## src/common/cpu16_consts.svh

```systemverilog
`ifndef CPU16_CONSTS_SVH
`define CPU16_CONSTS_SVH

`define CPU_WORD_W 16
`define CPU_REG_N 16

// Addressed by the low 8 bits of the bus
`define CPU_MEM_DEPTH 256

`define CPU_STEP_LAST 6

`endif
```

## src/common/cpu_dp_pkg.sv

```systemverilog
package cpu_dp_pkg;

  typedef enum logic [3:0] {
    ALU_ADD = 4'd0,
    ALU_SUB = 4'd1,
    ALU_AND = 4'd2,
    ALU_OR  = 4'd3,
    ALU_XOR = 4'd4,
    ALU_SHL = 4'd5, // Amount from low 4 bits of b
    ALU_SHR = 4'd6
  } alu_op_t;

  localparam int FLAG_W = 4;

  localparam int FLAG_Z = 0;
  localparam int FLAG_N = 1;
  localparam int FLAG_C = 2; // Borrow on SUB
  localparam int FLAG_V = 3;

endpackage

```

## src/common/cpu_isa_pkg.sv

```systemverilog
package cpu_isa_pkg;

  typedef enum logic [3:0] {
    OP_SYS  = 4'd0,
    OP_LLI  = 4'd1,
    OP_LUI  = 4'd2,
    OP_MEM  = 4'd3,
    OP_ALU0 = 4'd4,
    OP_ALU1 = 4'd5,
    OP_ALU2 = 4'd6,
    OP_ALU3 = 4'd7,
    OP_JALR = 4'd8,
    OP_BR   = 4'd9,
    OP_STK  = 4'd10
  } opcode_t;

  typedef enum logic [3:0] {SYS_NOP = 4'd0, SYS_OUT = 4'd2, SYS_HLT = 4'd15} sys_funct_t;

  typedef enum logic [3:0] {MEM_LD = 4'd0, MEM_ST = 4'd1, MEM_LDI = 4'd2, MEM_STI = 4'd3} mem_funct_t;

  typedef enum logic [3:0] {STK_PUSH = 4'd0, STK_POP = 4'd1} stk_funct_t;

  typedef enum logic [3:0] {
    BR_Z  = 4'd0,
    BR_NZ = 4'd1,
    BR_N  = 4'd2,
    BR_NN = 4'd3,
    BR_C  = 4'd4,
    BR_NC = 4'd5,
    BR_V  = 4'd6,
    BR_NV = 4'd7
  } br_cond_t;

  typedef logic [3:0] reg_idx_t;

  localparam reg_idx_t REG_PC  = 4'd1;
  localparam reg_idx_t REG_SP  = 4'd2;
  localparam reg_idx_t REG_BA  = 4'd3; // Branch target
  localparam reg_idx_t REG_RA  = 4'd4; // Return address by convention
  localparam reg_idx_t REG_RES = 4'd15; // Scratch for immediate and indirect operands

endpackage

```

## src/hdl/cpu_top.sv

```systemverilog
`timescale 1ns/10ps
`include "cpu16_consts.svh"

module cpu_top
  import cpu_isa_pkg::*;
  import cpu_dp_pkg::*;
(
  input  logic                   clk,
  input  logic                   rst_n,
  input  logic                   load_en,
  input  logic [7:0]             load_addr,
  input  logic [`CPU_WORD_W-1:0] load_data,
  output logic [`CPU_WORD_W-1:0] dsp_data,
  output logic                   dsp_valid,
  output logic                   halted
);

  logic [`CPU_WORD_W-1:0] bus;
  logic [`CPU_WORD_W-1:0] src_val;
  logic [`CPU_WORD_W-1:0] dst_val;
  logic [`CPU_WORD_W-1:0] alu_result;
  logic [`CPU_WORD_W-1:0] mem_rdata;
  logic [`CPU_WORD_W-1:0] imm_val;
  logic [FLAG_W-1:0]      flags;
  alu_op_t                alu_op;
  reg_idx_t               reg_src_sel;
  reg_idx_t               reg_dst_sel;
  logic                   alu_out_en;
  logic                   mem_addr_en;
  logic                   mem_in_en;
  logic                   mem_out_en;
  logic                   reg_in_en;
  logic                   reg_up_en;
  logic                   reg_lo_en;
  logic                   reg_pc_inc;
  logic                   reg_sp_inc;
  logic                   reg_sp_dec;
  logic                   reg_out_en;
  logic                   ctl_out_en;
  logic                   dsp_in_en;

  // Zero when nobody drives
  assign bus = ({`CPU_WORD_W{reg_out_en}} & src_val)
             | ({`CPU_WORD_W{alu_out_en}} & alu_result)
             | ({`CPU_WORD_W{mem_out_en}} & mem_rdata)
             | ({`CPU_WORD_W{ctl_out_en}} & imm_val);

  assign dsp_data  = bus;
  assign dsp_valid = dsp_in_en;

  controller u_controller (
    .clk(clk), .rst_n(rst_n), .hold(load_en), .bus(bus), .flags(flags),
    .alu_op(alu_op), .reg_src_sel(reg_src_sel), .reg_dst_sel(reg_dst_sel),
    .alu_out_en(alu_out_en), .mem_addr_en(mem_addr_en), .mem_in_en(mem_in_en),
    .mem_out_en(mem_out_en), .reg_in_en(reg_in_en), .reg_up_en(reg_up_en),
    .reg_lo_en(reg_lo_en), .reg_pc_inc(reg_pc_inc), .reg_sp_inc(reg_sp_inc),
    .reg_sp_dec(reg_sp_dec), .reg_out_en(reg_out_en), .ctl_out_en(ctl_out_en),
    .dsp_in_en(dsp_in_en), .halted(halted), .imm_val(imm_val)
  );

  reg_file u_reg_file (
    .clk(clk), .rst_n(rst_n), .src_sel(reg_src_sel), .dst_sel(reg_dst_sel),
    .bus(bus), .in_en(reg_in_en), .up_en(reg_up_en), .lo_en(reg_lo_en),
    .pc_inc(reg_pc_inc), .sp_inc(reg_sp_inc), .sp_dec(reg_sp_dec),
    .src_val(src_val), .dst_val(dst_val)
  );

  alu u_alu (
    .clk(clk), .rst_n(rst_n), .op(alu_op), .a(dst_val), .b(src_val),
    .latch(alu_out_en), .result(alu_result), .flags(flags)
  );

  memory u_memory (
    .clk(clk), .rst_n(rst_n), .bus(bus), .addr_en(mem_addr_en), .in_en(mem_in_en),
    .load_en(load_en), .load_addr(load_addr), .load_data(load_data), .rdata(mem_rdata)
  );

endmodule

```

## src/controller/controller.sv

```systemverilog
`timescale 1ns/10ps
`include "cpu16_consts.svh"

module controller
  import cpu_isa_pkg::*;
  import cpu_dp_pkg::*;
(
  input  logic                   clk,
  input  logic                   rst_n,
  input  logic                   hold,
  input  logic [`CPU_WORD_W-1:0] bus,
  input  logic [FLAG_W-1:0]      flags,
  output alu_op_t                alu_op,
  output reg_idx_t               reg_src_sel,
  output reg_idx_t               reg_dst_sel,
  output logic                   alu_out_en,
  output logic                   mem_addr_en,
  output logic                   mem_in_en,
  output logic                   mem_out_en,
  output logic                   reg_in_en,
  output logic                   reg_up_en,
  output logic                   reg_lo_en,
  output logic                   reg_pc_inc,
  output logic                   reg_sp_inc,
  output logic                   reg_sp_dec,
  output logic                   reg_out_en,
  output logic                   ctl_out_en,
  output logic                   dsp_in_en,
  output logic                   halted,
  output logic [`CPU_WORD_W-1:0] imm_val
);

  logic [2:0]             step;
  logic [`CPU_WORD_W-1:0] inst;
  opcode_t                opcode;
  logic [3:0]             funct;
  reg_idx_t               dst;
  reg_idx_t               src;
  alu_op_t                alu_funct;
  logic                   imm;
  logic                   ind;
  logic                   out_op;

  function automatic logic br_taken(input logic [3:0] cond, input logic [FLAG_W-1:0] f);
    case (cond)
      BR_Z:    return f[FLAG_Z];
      BR_NZ:   return !f[FLAG_Z];
      BR_N:    return f[FLAG_N];
      BR_NN:   return !f[FLAG_N];
      BR_C:    return f[FLAG_C];
      BR_NC:   return !f[FLAG_C];
      BR_V:    return f[FLAG_V];
      BR_NV:   return !f[FLAG_V];
      default: return 1'b0;
    endcase
  endfunction

  assign opcode    = opcode_t'(inst[15:12]);
  assign funct     = inst[11:8];
  assign dst       = inst[7:4];
  assign src       = inst[3:0];
  assign alu_funct = alu_op_t'(inst[13:10]);
  assign imm       = inst[9];
  assign ind       = inst[8];

  // Funct 3 is OUT with bit 8 set, shows the memory word instead
  assign out_op = (opcode == OP_SYS) && ({funct[3:1], 1'b0} == SYS_OUT);

  // ALU groups carry a 4 bit immediate
  assign imm_val = (inst[15:14] == 2'b01) ? {{(`CPU_WORD_W-4){1'b0}}, inst[3:0]}
                                          : {{(`CPU_WORD_W-8){1'b0}}, inst[7:0]};

  always_ff @(posedge clk) begin
    if (!rst_n) begin
      step <= '0;
    end else if (hold) begin
      step <= '0;
    end else if (!halted) begin
      step <= (step == `CPU_STEP_LAST) ? 3'd0 : step + 3'd1;
    end
  end

  always_ff @(posedge clk) begin
    if (!rst_n) begin
      inst   <= '0;
      halted <= 1'b0;
    end else if (!hold && !halted) begin
      if (step == 3'd0)
        inst <= '0;
      if (step == 3'd2)
        inst <= bus; // Memory word is on the bus now
      if (step == 3'd3 && opcode == OP_SYS && funct == SYS_HLT)
        halted <= 1'b1;
    end
  end

  // Strobes decided here are live one cycle later
  always_ff @(posedge clk) begin
    alu_op      <= ALU_ADD;
    reg_src_sel <= '0;
    reg_dst_sel <= '0;
    alu_out_en  <= 1'b0;
    mem_addr_en <= 1'b0;
    mem_in_en   <= 1'b0;
    mem_out_en  <= 1'b0;
    reg_in_en   <= 1'b0;
    reg_up_en   <= 1'b0;
    reg_lo_en   <= 1'b0;
    reg_pc_inc  <= 1'b0;
    reg_sp_inc  <= 1'b0;
    reg_sp_dec  <= 1'b0;
    reg_out_en  <= 1'b0;
    ctl_out_en  <= 1'b0;
    dsp_in_en   <= 1'b0;
    if (rst_n && !hold && !halted) begin
      case (step)
        3'd0: begin
          reg_src_sel <= REG_PC;
          reg_out_en  <= 1'b1;
          mem_addr_en <= 1'b1;
        end
        3'd1: begin
          mem_out_en <= 1'b1;
          reg_pc_inc <= 1'b1;
        end
        3'd2: begin
        end
        default: begin
          case (opcode)
            OP_SYS: begin
              if (out_op && step == 3'd3) begin
                reg_src_sel <= dst;
                reg_out_en  <= 1'b1;
                mem_addr_en <= ind;
                dsp_in_en   <= !ind;
              end else if (out_op && ind && step == 3'd4) begin
                mem_out_en <= 1'b1;
                dsp_in_en  <= 1'b1;
              end
            end
            OP_LLI, OP_LUI: begin
              if (step == 3'd3) begin
                reg_dst_sel <= funct; // Target register sits in funct
                ctl_out_en  <= 1'b1;
                reg_lo_en   <= (opcode == OP_LLI);
                reg_up_en   <= (opcode == OP_LUI);
              end
            end
            OP_MEM: begin
              case (funct)
                MEM_LD, MEM_ST: begin
                  if (step == 3'd3) begin
                    reg_src_sel <= (funct == MEM_LD) ? src : dst;
                    reg_dst_sel <= (funct == MEM_LD) ? dst : src;
                    reg_out_en  <= 1'b1;
                    reg_in_en   <= 1'b1;
                  end
                end
                MEM_LDI, MEM_STI: begin
                  if (step == 3'd3) begin
                    reg_src_sel <= src;
                    reg_out_en  <= 1'b1;
                    mem_addr_en <= 1'b1;
                  end else if (step == 3'd4 && funct == MEM_LDI) begin
                    reg_dst_sel <= dst;
                    mem_out_en  <= 1'b1;
                    reg_in_en   <= 1'b1;
                  end else if (step == 3'd4) begin
                    reg_src_sel <= dst;
                    reg_out_en  <= 1'b1;
                    mem_in_en   <= 1'b1;
                  end
                end
                default: begin
                end
              endcase
            end
            OP_ALU0, OP_ALU1, OP_ALU2, OP_ALU3: begin
              alu_op <= alu_funct;
              if (imm) begin
                if (step == 3'd3) begin
                  reg_dst_sel <= REG_RES;
                  ctl_out_en  <= 1'b1;
                  reg_in_en   <= 1'b1;
                end else if (step == 3'd4) begin
                  reg_src_sel <= REG_RES;
                  reg_dst_sel <= dst;
                  alu_out_en  <= 1'b1;
                  reg_in_en   <= 1'b1;
                end
              end else if (ind) begin
                if (step == 3'd3) begin
                  reg_src_sel <= src;
                  reg_out_en  <= 1'b1;
                  mem_addr_en <= 1'b1;
                end else if (step == 3'd4) begin
                  reg_dst_sel <= REG_RES;
                  mem_out_en  <= 1'b1;
                  reg_in_en   <= 1'b1;
                end else if (step == 3'd5) begin
                  reg_src_sel <= REG_RES;
                  reg_dst_sel <= dst;
                  alu_out_en  <= 1'b1;
                  reg_in_en   <= 1'b1;
                end
              end else if (step == 3'd3) begin
                reg_src_sel <= src;
                reg_dst_sel <= dst;
                alu_out_en  <= 1'b1;
                reg_in_en   <= 1'b1;
              end
            end
            OP_JALR: begin
              if (step == 3'd3) begin
                reg_src_sel <= REG_PC; // Link first
                reg_dst_sel <= dst;
                reg_out_en  <= 1'b1;
                reg_in_en   <= 1'b1;
              end else if (step == 3'd4) begin
                reg_src_sel <= src;
                reg_dst_sel <= REG_PC;
                reg_out_en  <= 1'b1;
                reg_in_en   <= 1'b1;
              end
            end
            OP_BR: begin
              if (step == 3'd3) begin
                reg_src_sel <= src;
                reg_dst_sel <= dst;
                alu_op      <= ALU_SUB;
                alu_out_en  <= 1'b1;
              end else if (step == 3'd5 && br_taken(funct, flags)) begin
                // Flags from the compare are visible from step 5 on
                reg_src_sel <= REG_BA;
                reg_dst_sel <= REG_PC;
                reg_out_en  <= 1'b1;
                reg_in_en   <= 1'b1;
              end
            end
            OP_STK: begin
              case (funct)
                STK_PUSH: begin
                  if (step == 3'd3) begin
                    reg_sp_dec <= 1'b1; // Pre-decrement
                  end else if (step == 3'd4) begin
                    reg_src_sel <= REG_SP;
                    reg_out_en  <= 1'b1;
                    mem_addr_en <= 1'b1;
                  end else if (step == 3'd5) begin
                    reg_src_sel <= dst;
                    reg_out_en  <= 1'b1;
                    mem_in_en   <= 1'b1;
                  end
                end
                STK_POP: begin
                  if (step == 3'd3) begin
                    reg_src_sel <= REG_SP;
                    reg_out_en  <= 1'b1;
                    mem_addr_en <= 1'b1;
                  end else if (step == 3'd4) begin
                    reg_dst_sel <= dst;
                    mem_out_en  <= 1'b1;
                    reg_in_en   <= 1'b1;
                  end else if (step == 3'd5) begin
                    reg_sp_inc <= 1'b1;
                  end
                end
                default: begin
                end
              endcase
            end
            default: begin
            end
          endcase
        end
      endcase
    end
  end

  step_in_range: assert property (@(posedge clk) disable iff (!rst_n)
    step <= `CPU_STEP_LAST)
    else $error("step counter out of range");

  one_bus_driver: assert property (@(posedge clk) disable iff (!rst_n)
    $onehot0({alu_out_en, mem_out_en, reg_out_en, ctl_out_en}))
    else $error("more than one bus driver");

endmodule

```

## src/hdl/memory.sv

```systemverilog
`timescale 1ns/10ps
`include "cpu16_consts.svh"

module memory (
  input  logic                   clk,
  input  logic                   rst_n,
  input  logic [`CPU_WORD_W-1:0] bus,
  input  logic                   addr_en,
  input  logic                   in_en,
  input  logic                   load_en,
  input  logic [7:0]             load_addr,
  input  logic [`CPU_WORD_W-1:0] load_data,
  output logic [`CPU_WORD_W-1:0] rdata
);

  logic [7:0]             addr;
  logic [`CPU_WORD_W-1:0] ram [`CPU_MEM_DEPTH];

  always_ff @(posedge clk) begin
    if (!rst_n)
      addr <= '0;
    else if (addr_en)
      addr <= bus[7:0];
  end

  always_ff @(posedge clk) begin
    if (load_en)
      ram[load_addr] <= load_data; // Program loader
    else if (in_en)
      ram[addr] <= bus;
  end

  // Readable the cycle after the address is latched
  assign rdata = ram[addr];

endmodule

```

## src/hdl/alu.sv

```systemverilog
`timescale 1ns/10ps
`include "cpu16_consts.svh"

module alu
  import cpu_dp_pkg::*;
(
  input  logic                   clk,
  input  logic                   rst_n,
  input  alu_op_t                op,
  input  logic [`CPU_WORD_W-1:0] a,
  input  logic [`CPU_WORD_W-1:0] b,
  input  logic                   latch,
  output logic [`CPU_WORD_W-1:0] result,
  output logic [FLAG_W-1:0]      flags
);

  localparam int MSB = `CPU_WORD_W - 1;

  logic [`CPU_WORD_W:0] wide; // Carry out in the top bit
  logic [`CPU_WORD_W:0] shr_tmp;
  logic                 ovf;

  always_comb begin
    wide    = '0;
    ovf     = 1'b0;
    shr_tmp = {a, 1'b0} >> b[3:0]; // Last bit out lands in bit 0
    case (op)
      ALU_ADD: begin
        wide = {1'b0, a} + {1'b0, b};
        ovf  = (a[MSB] == b[MSB]) && (wide[MSB] != a[MSB]);
      end
      ALU_SUB: begin
        wide = {1'b0, a} - {1'b0, b};
        ovf  = (a[MSB] != b[MSB]) && (wide[MSB] != a[MSB]);
      end
      ALU_AND: wide = {1'b0, a & b};
      ALU_OR:  wide = {1'b0, a | b};
      ALU_XOR: wide = {1'b0, a ^ b};
      ALU_SHL: wide = {1'b0, a} << b[3:0];
      ALU_SHR: wide = {shr_tmp[0], shr_tmp[`CPU_WORD_W:1]};
      default: wide = '0;
    endcase
  end

  assign result = wide[MSB:0];

  always_ff @(posedge clk) begin
    if (!rst_n) begin
      flags <= '0;
    end else if (latch) begin
      flags[FLAG_Z] <= (result == '0);
      flags[FLAG_N] <= result[MSB];
      flags[FLAG_C] <= wide[`CPU_WORD_W];
      flags[FLAG_V] <= ovf;
    end
  end

endmodule

```

## src/hdl/reg_file.sv

```systemverilog
`timescale 1ns/10ps
`include "cpu16_consts.svh"

module reg_file
  import cpu_isa_pkg::*;
(
  input  logic                   clk,
  input  logic                   rst_n,
  input  reg_idx_t               src_sel,
  input  reg_idx_t               dst_sel,
  input  logic [`CPU_WORD_W-1:0] bus,
  input  logic                   in_en,
  input  logic                   up_en,
  input  logic                   lo_en,
  input  logic                   pc_inc,
  input  logic                   sp_inc,
  input  logic                   sp_dec,
  output logic [`CPU_WORD_W-1:0] src_val,
  output logic [`CPU_WORD_W-1:0] dst_val
);

  logic [`CPU_WORD_W-1:0] regs [`CPU_REG_N];

  always_ff @(posedge clk) begin
    if (!rst_n) begin
      for (int i = 0; i < `CPU_REG_N; i++) begin
        regs[i] <= '0;
      end
    end else begin
      if (pc_inc)
        regs[REG_PC] <= regs[REG_PC] + 1'b1;
      if (sp_inc)
        regs[REG_SP] <= regs[REG_SP] + 1'b1;
      if (sp_dec)
        regs[REG_SP] <= regs[REG_SP] - 1'b1;
      // Bus writes win over the in-place counters
      if (in_en)
        regs[dst_sel] <= bus;
      if (lo_en)
        regs[dst_sel][7:0] <= bus[7:0];
      if (up_en)
        regs[dst_sel][`CPU_WORD_W-1:8] <= bus[7:0]; // Byte comes in on the low lane
    end
  end

  assign src_val = regs[src_sel];
  assign dst_val = regs[dst_sel];

  sp_step_excl: assert property (@(posedge clk) disable iff (!rst_n)
    !(sp_inc && sp_dec))
    else $error("SP stepped both ways at once");

endmodule

```

## config.mk

```make
export PLATFORM = sky130hd
export DESIGN_NAME = cpu_top
export DESIGN_NICKNAME = d
export VERILOG_FILES = /design/src/common/cpu_dp_pkg.sv /design/src/common/cpu_isa_pkg.sv /design/src/hdl/cpu_top.sv /design/src/controller/controller.sv /design/src/hdl/memory.sv /design/src/hdl/alu.sv /design/src/hdl/reg_file.sv
export VERILOG_INCLUDE_DIRS = /design/src /design/src/common
export SDC_FILE = /design/constraint.sdc
export NUM_CORES = 2
export LEC_CHECK = 0
export ABC_CLOCK_PERIOD_IN_PS = 18710
export BUFFER_PORTS_ARGS = -buffer_cell sky130_fd_sc_hd__buf_2
export CELL_PAD_IN_SITES_DETAIL_PLACEMENT = 1
export CELL_PAD_IN_SITES_GLOBAL_PLACEMENT = 2
export CORE_UTILIZATION = 50
export DETAILED_ROUTE_END_ITERATION = 6
export PLACE_DENSITY_LB_ADDON = 0.2
export SETUP_SLACK_MARGIN = 0.15
export SYNTH_ARGS = -nofsm -noshare
export SYNTH_HDL_FRONTEND = slang
export SYNTH_MEMORY_MAX_BITS = 65536
export SYNTH_SLANG_ARGS = --single-unit
```

## constraint.sdc

```tcl
create_clock -name clk -period 18.71 [get_ports clk]
set_input_delay 0 -clock clk [delete_from_list [all_inputs] [get_ports clk]]
set_output_delay 0 -clock clk [all_outputs]
set_load 0.02 [all_outputs]
```

==> impl_metrics.json <==
{
  "cts-buffers-inserted": 448,
  "finalSetupViolations": 0,
  "grt_pass1_vias": 94600,
  "hpwl_um": 322000,
  "powerDensity_nw_per_um2": 105,
  "cts_resized": 0,
  "synth_cells": 8443,
  "ys.flop_type": "edfxtp_1",
  "fillerInstances": 30300,
  "nets": 8958,
  "numPortBuffers": 44,
  "synth_nets": 8538,
  "synth_edf_count": 4352,
  "drt_iter0_drc": 12000,
  "finalSetupTns_ns": 0,
  "violations": "design-rule violations, max-slew violations",
  "syn_area_um2": 178000,
  "fin_crit_ns": 9.01,
  "core-area_um2": 356000,
  "globalplace.congestion": 0.940,
  "worstPathCellList": "buf_12 > buf_4 > buf_4 > mux4_2 > mux4_2 > mux2i_1 > mux4_2 > mux2_2 > o21ai_0 > a21oi_2 > buf_4 > o21ai_4 > buf_4 > buf_4 > buf_4",
  "arrival_ns": 9.62,
  "fp.dieArea_um2": 359000,
  "grt_max_degree": 257,
  "rsz0062_at_grt": "no",
  "path_class": "flop to flop",
  "maxCapViolCount": 0,
  "drt_wl_total_um": 531000,
  "finalCritPeriodShare": 0.482,
  "ys_types": 86,
  "multi_input_area_um2": 44600,
  "yosysWarnings": 0,
  "drc": 7,
  "slowest_stage": "buf_4",
  "core.rowCount": 219,
  "crit_top_cell": "buf_4",
  "start_util": 0.502,
  "reg2reg_depth": 15,
  "grt_antenna_before_repair": 27,
  "num_vias": 92700,
  "die_h_um": 599,
  "peakVddDrop_mv": 0.105,
  "hp-start": "load_data[3]",
  "htreeDepth": 5,
  "grt_usage": 0.296,
  "cts_buffer_depth": 4,
  "grt_overflow": 0,
  "status": "finished, violations left",
  "seq_area_um2": 132000,
  "min_to": "u_memory.ram[218][3]$_DFFE_PP_",
  "clock_sinks": 4417,
  "crit_fanout": 97,
  "pin_count": 45,
  "hp-class": "primary input to flop",
  "synth_area_per_cell_um2": 21.1,
  "dieWidth_um": 599,
  "maxSlewHeadroom": -0.00875,
  "cts-root-buf": "clkbuf_16",
  "ys_seq_area_frac": 0.740,
  "grt_pass1_wl_um": 740000,
  "cts_tree": "built",
  "firstDrtPassIters": 7,
  "worst_pin_slew_ns": 1.51,
  "path_clk_slew_ns": 0.06,
  "cp-start-kind": "flop",
  "finalClockSkew_ns": 0.0845,
  "ant_nets": 0,
  "r2r_setup_slack_ns": 9.70,
  "worst_skew_pair.late_latency_ns": 1.02,
  "synth-seq-cells": 4417,
  "critPathCaptureType": "flop",
  "critPathMaxStageDelay_ns": 0.93,
  "synthArstFlopShare": 0,
  "syn_to_final_growth_pct": 12.5,
  "maxSlewViolCount": 32,
  "r2r-end": "u_memory.ram[244][1]$_DFFE_PP_",
  "cp.required_ns": 19.32,
  "finalHoldViolations": 0,
  "vias_per_cell": 6.62,
  "final_layout_size_suffix_gt1_frac": 0.300,
  "avgRoutedWirePerCell_um": 38.0,
  "hold-path-cell-count": 4,
  "max_freq_ghz": 0.111,
  "total_power_mw": 21.1,
  "p_leak_nw": 61.5
}
==> logic make-up (layout without fill, tap and decap cells) <==
kind of cell / Yosys count / count (layout) / synth area share
buffers and inverters: 576 / 1367 / 0.0150
adder cells (fa/ha/maj): 68 / 68 / 0.00489
XOR/XNOR: 49 / 49 / 0.00240
other: 0 / 10 / 0
AND/OR/NAND/NOR: 1192 / 1192 / 0.0283
flip-flops: 4417 / 4417 / 0.740
multiplexers: 1529 / 1529 / 0.186
AO/OA/AOI/OAI: 612 / 612 / 0.0235
==> state kept, by name, indices dropped and copies added (netlist names), 3 cells and up, named ones only <==
register                  flops
u_controller.step             3
u_controller.alu_op           4
u_controller.reg_dst_sel      4
u_memory.ram               4096
u_reg_file.regs             256
u_alu.flags                   4
u_controller.inst            16
u_memory.addr                 8
==> synth_stat cells (65+ instances only) <==
cell type  count  area, um^2
a21oi_1      137         686
buf_2        132         661
clkbuf_1     251         942
dfxtp_1       65        1300
edfxtp_1    4352      131000
ha_1          65         813
mux2i_1       74         741
mux4_2      1428       32200
nand2_1      296        1110
nand3_1       76         380
nor2_1       619        2320
o21ai_0      103         515
==> layer usage <==
layer  up-vias  GRT usage  share of wire
li1      36300          -              -
met1     50800      0.415           0.40
met2      4609      0.472           0.48
met3       937     0.0510          0.082
met4         8      0.106          0.041
met5         -          0        0.00013
==> worst max-delay path, delay by kind of cell, from the launching register on <==
kind	cells	cell delay [ns]
flip-flops	1	0.91
buffers and inverters	7	4.79
multiplexers	5	1.68
AO/OA/AOI/OAI	3	0.60
==> cell usage in the layout, fill, tap and decap left out, types with 39 or more instances in the layout <==
| cell | netlist | layout |
|---|---|---|
| clkbuf_16 | 0 | 454 |
| edfxtp_1 | 4352 | 4352 |
| mux2i_1 | 74 | 73 |
| nor2_2 | 0 | 145 |
| dfxtp_1 | 65 | 53 |
| nand2_1 | 296 | 280 |
| buf_2 | 132 | 44 |
| ha_1 | 65 | 65 |
| clkbuf_1 | 251 | 71 |
| clkinv_2 | 0 | 82 |
| inv_1 | 64 | 63 |
| buf_4 | 39 | 407 |
| mux4_2 | 1428 | 1428 |
| nor3_1 | 49 | 49 |
| o22ai_1 | 39 | 39 |
| o21ai_0 | 103 | 91 |
| a21oi_1 | 137 | 134 |
| clkinv_1 | 2 | 129 |
| bufinv_16 | 0 | 42 |
| nor2_1 | 619 | 467 |
| nand3_1 | 76 | 76 |
| a22oi_1 | 58 | 58 |
==> area by class of cell <==
type	count	share of cell area
diodes	10	0.000125
clock buffers	525	0.0579
clock inverters	296	0.0133
inverters	71	0.00140
multi-input cells	3450	0.222
flip-flops and latches	4417	0.658
well taps	4751	0.0296
repair buffers	475	0.0182
==> worst max path at each step <==
| stage | cells past startpoint | startpoint | end |
|---|---|---|---|
| after global routing | 15 | flop | u_memory.ram[246][1]$_DFFE_PP_ |
| after detailed placement | 15 | flop | u_memory.ram[240][1]$_DFFE_PP_ |
| after CTS | 15 | flop | u_memory.ram[244][1]$_DFFE_PP_ |
| final | 15 | flop | u_memory.ram[244][1]$_DFFE_PP_ |
| after global placement | 15 | flop | u_memory.ram[224][1]$_DFFE_PP_ |
| after floorplan | 17 | flop | u_memory.ram[0][13]$_DFFE_PP_ |
==> report_power, final <==
group	total [mW]	switching (mW)	leakage (nW)	internal [mW]
Sequential	11.0	0.0409	39.8	10.9
Clock	8.81	3.80	6.98	5.01
Combinational	1.36	0.867	14.7	0.490
Total	21.1	4.71	61.5	16.4
==> repair_timing <==
item	in CTS	in global routing
setup buffers	0	0
hold buffers	9	0
endpoints found under the hold margin	355	0
==> per-stage QoR <==
| stage | hold slack [ns] | util | setup slack (ns) | cells | cell area, um^2 |
|---|---|---|---|---|---|
| 2_1_floorplan | 0.215 | - | 1.42 | 8443 | 178000 |
| 3_3_place_gp | 0.459 | 0.524 | 10.01 | 13200 | 186000 |
| 3_5_place_dp | 0.463 | 0.524 | 9.71 | 13200 | 186000 |
| 4_1_cts | 0.0157 | 0.564 | 9.68 | 14000 | 201000 |
| 5_1_grt | 0.0956 | 0.564 | 9.12 | 14000 | 201000 |
| 6_report | 0.0800 | 0.565 | 9.70 | 14000 | 201000 |
No activity file was read; power rests on OpenSTA's default activity.
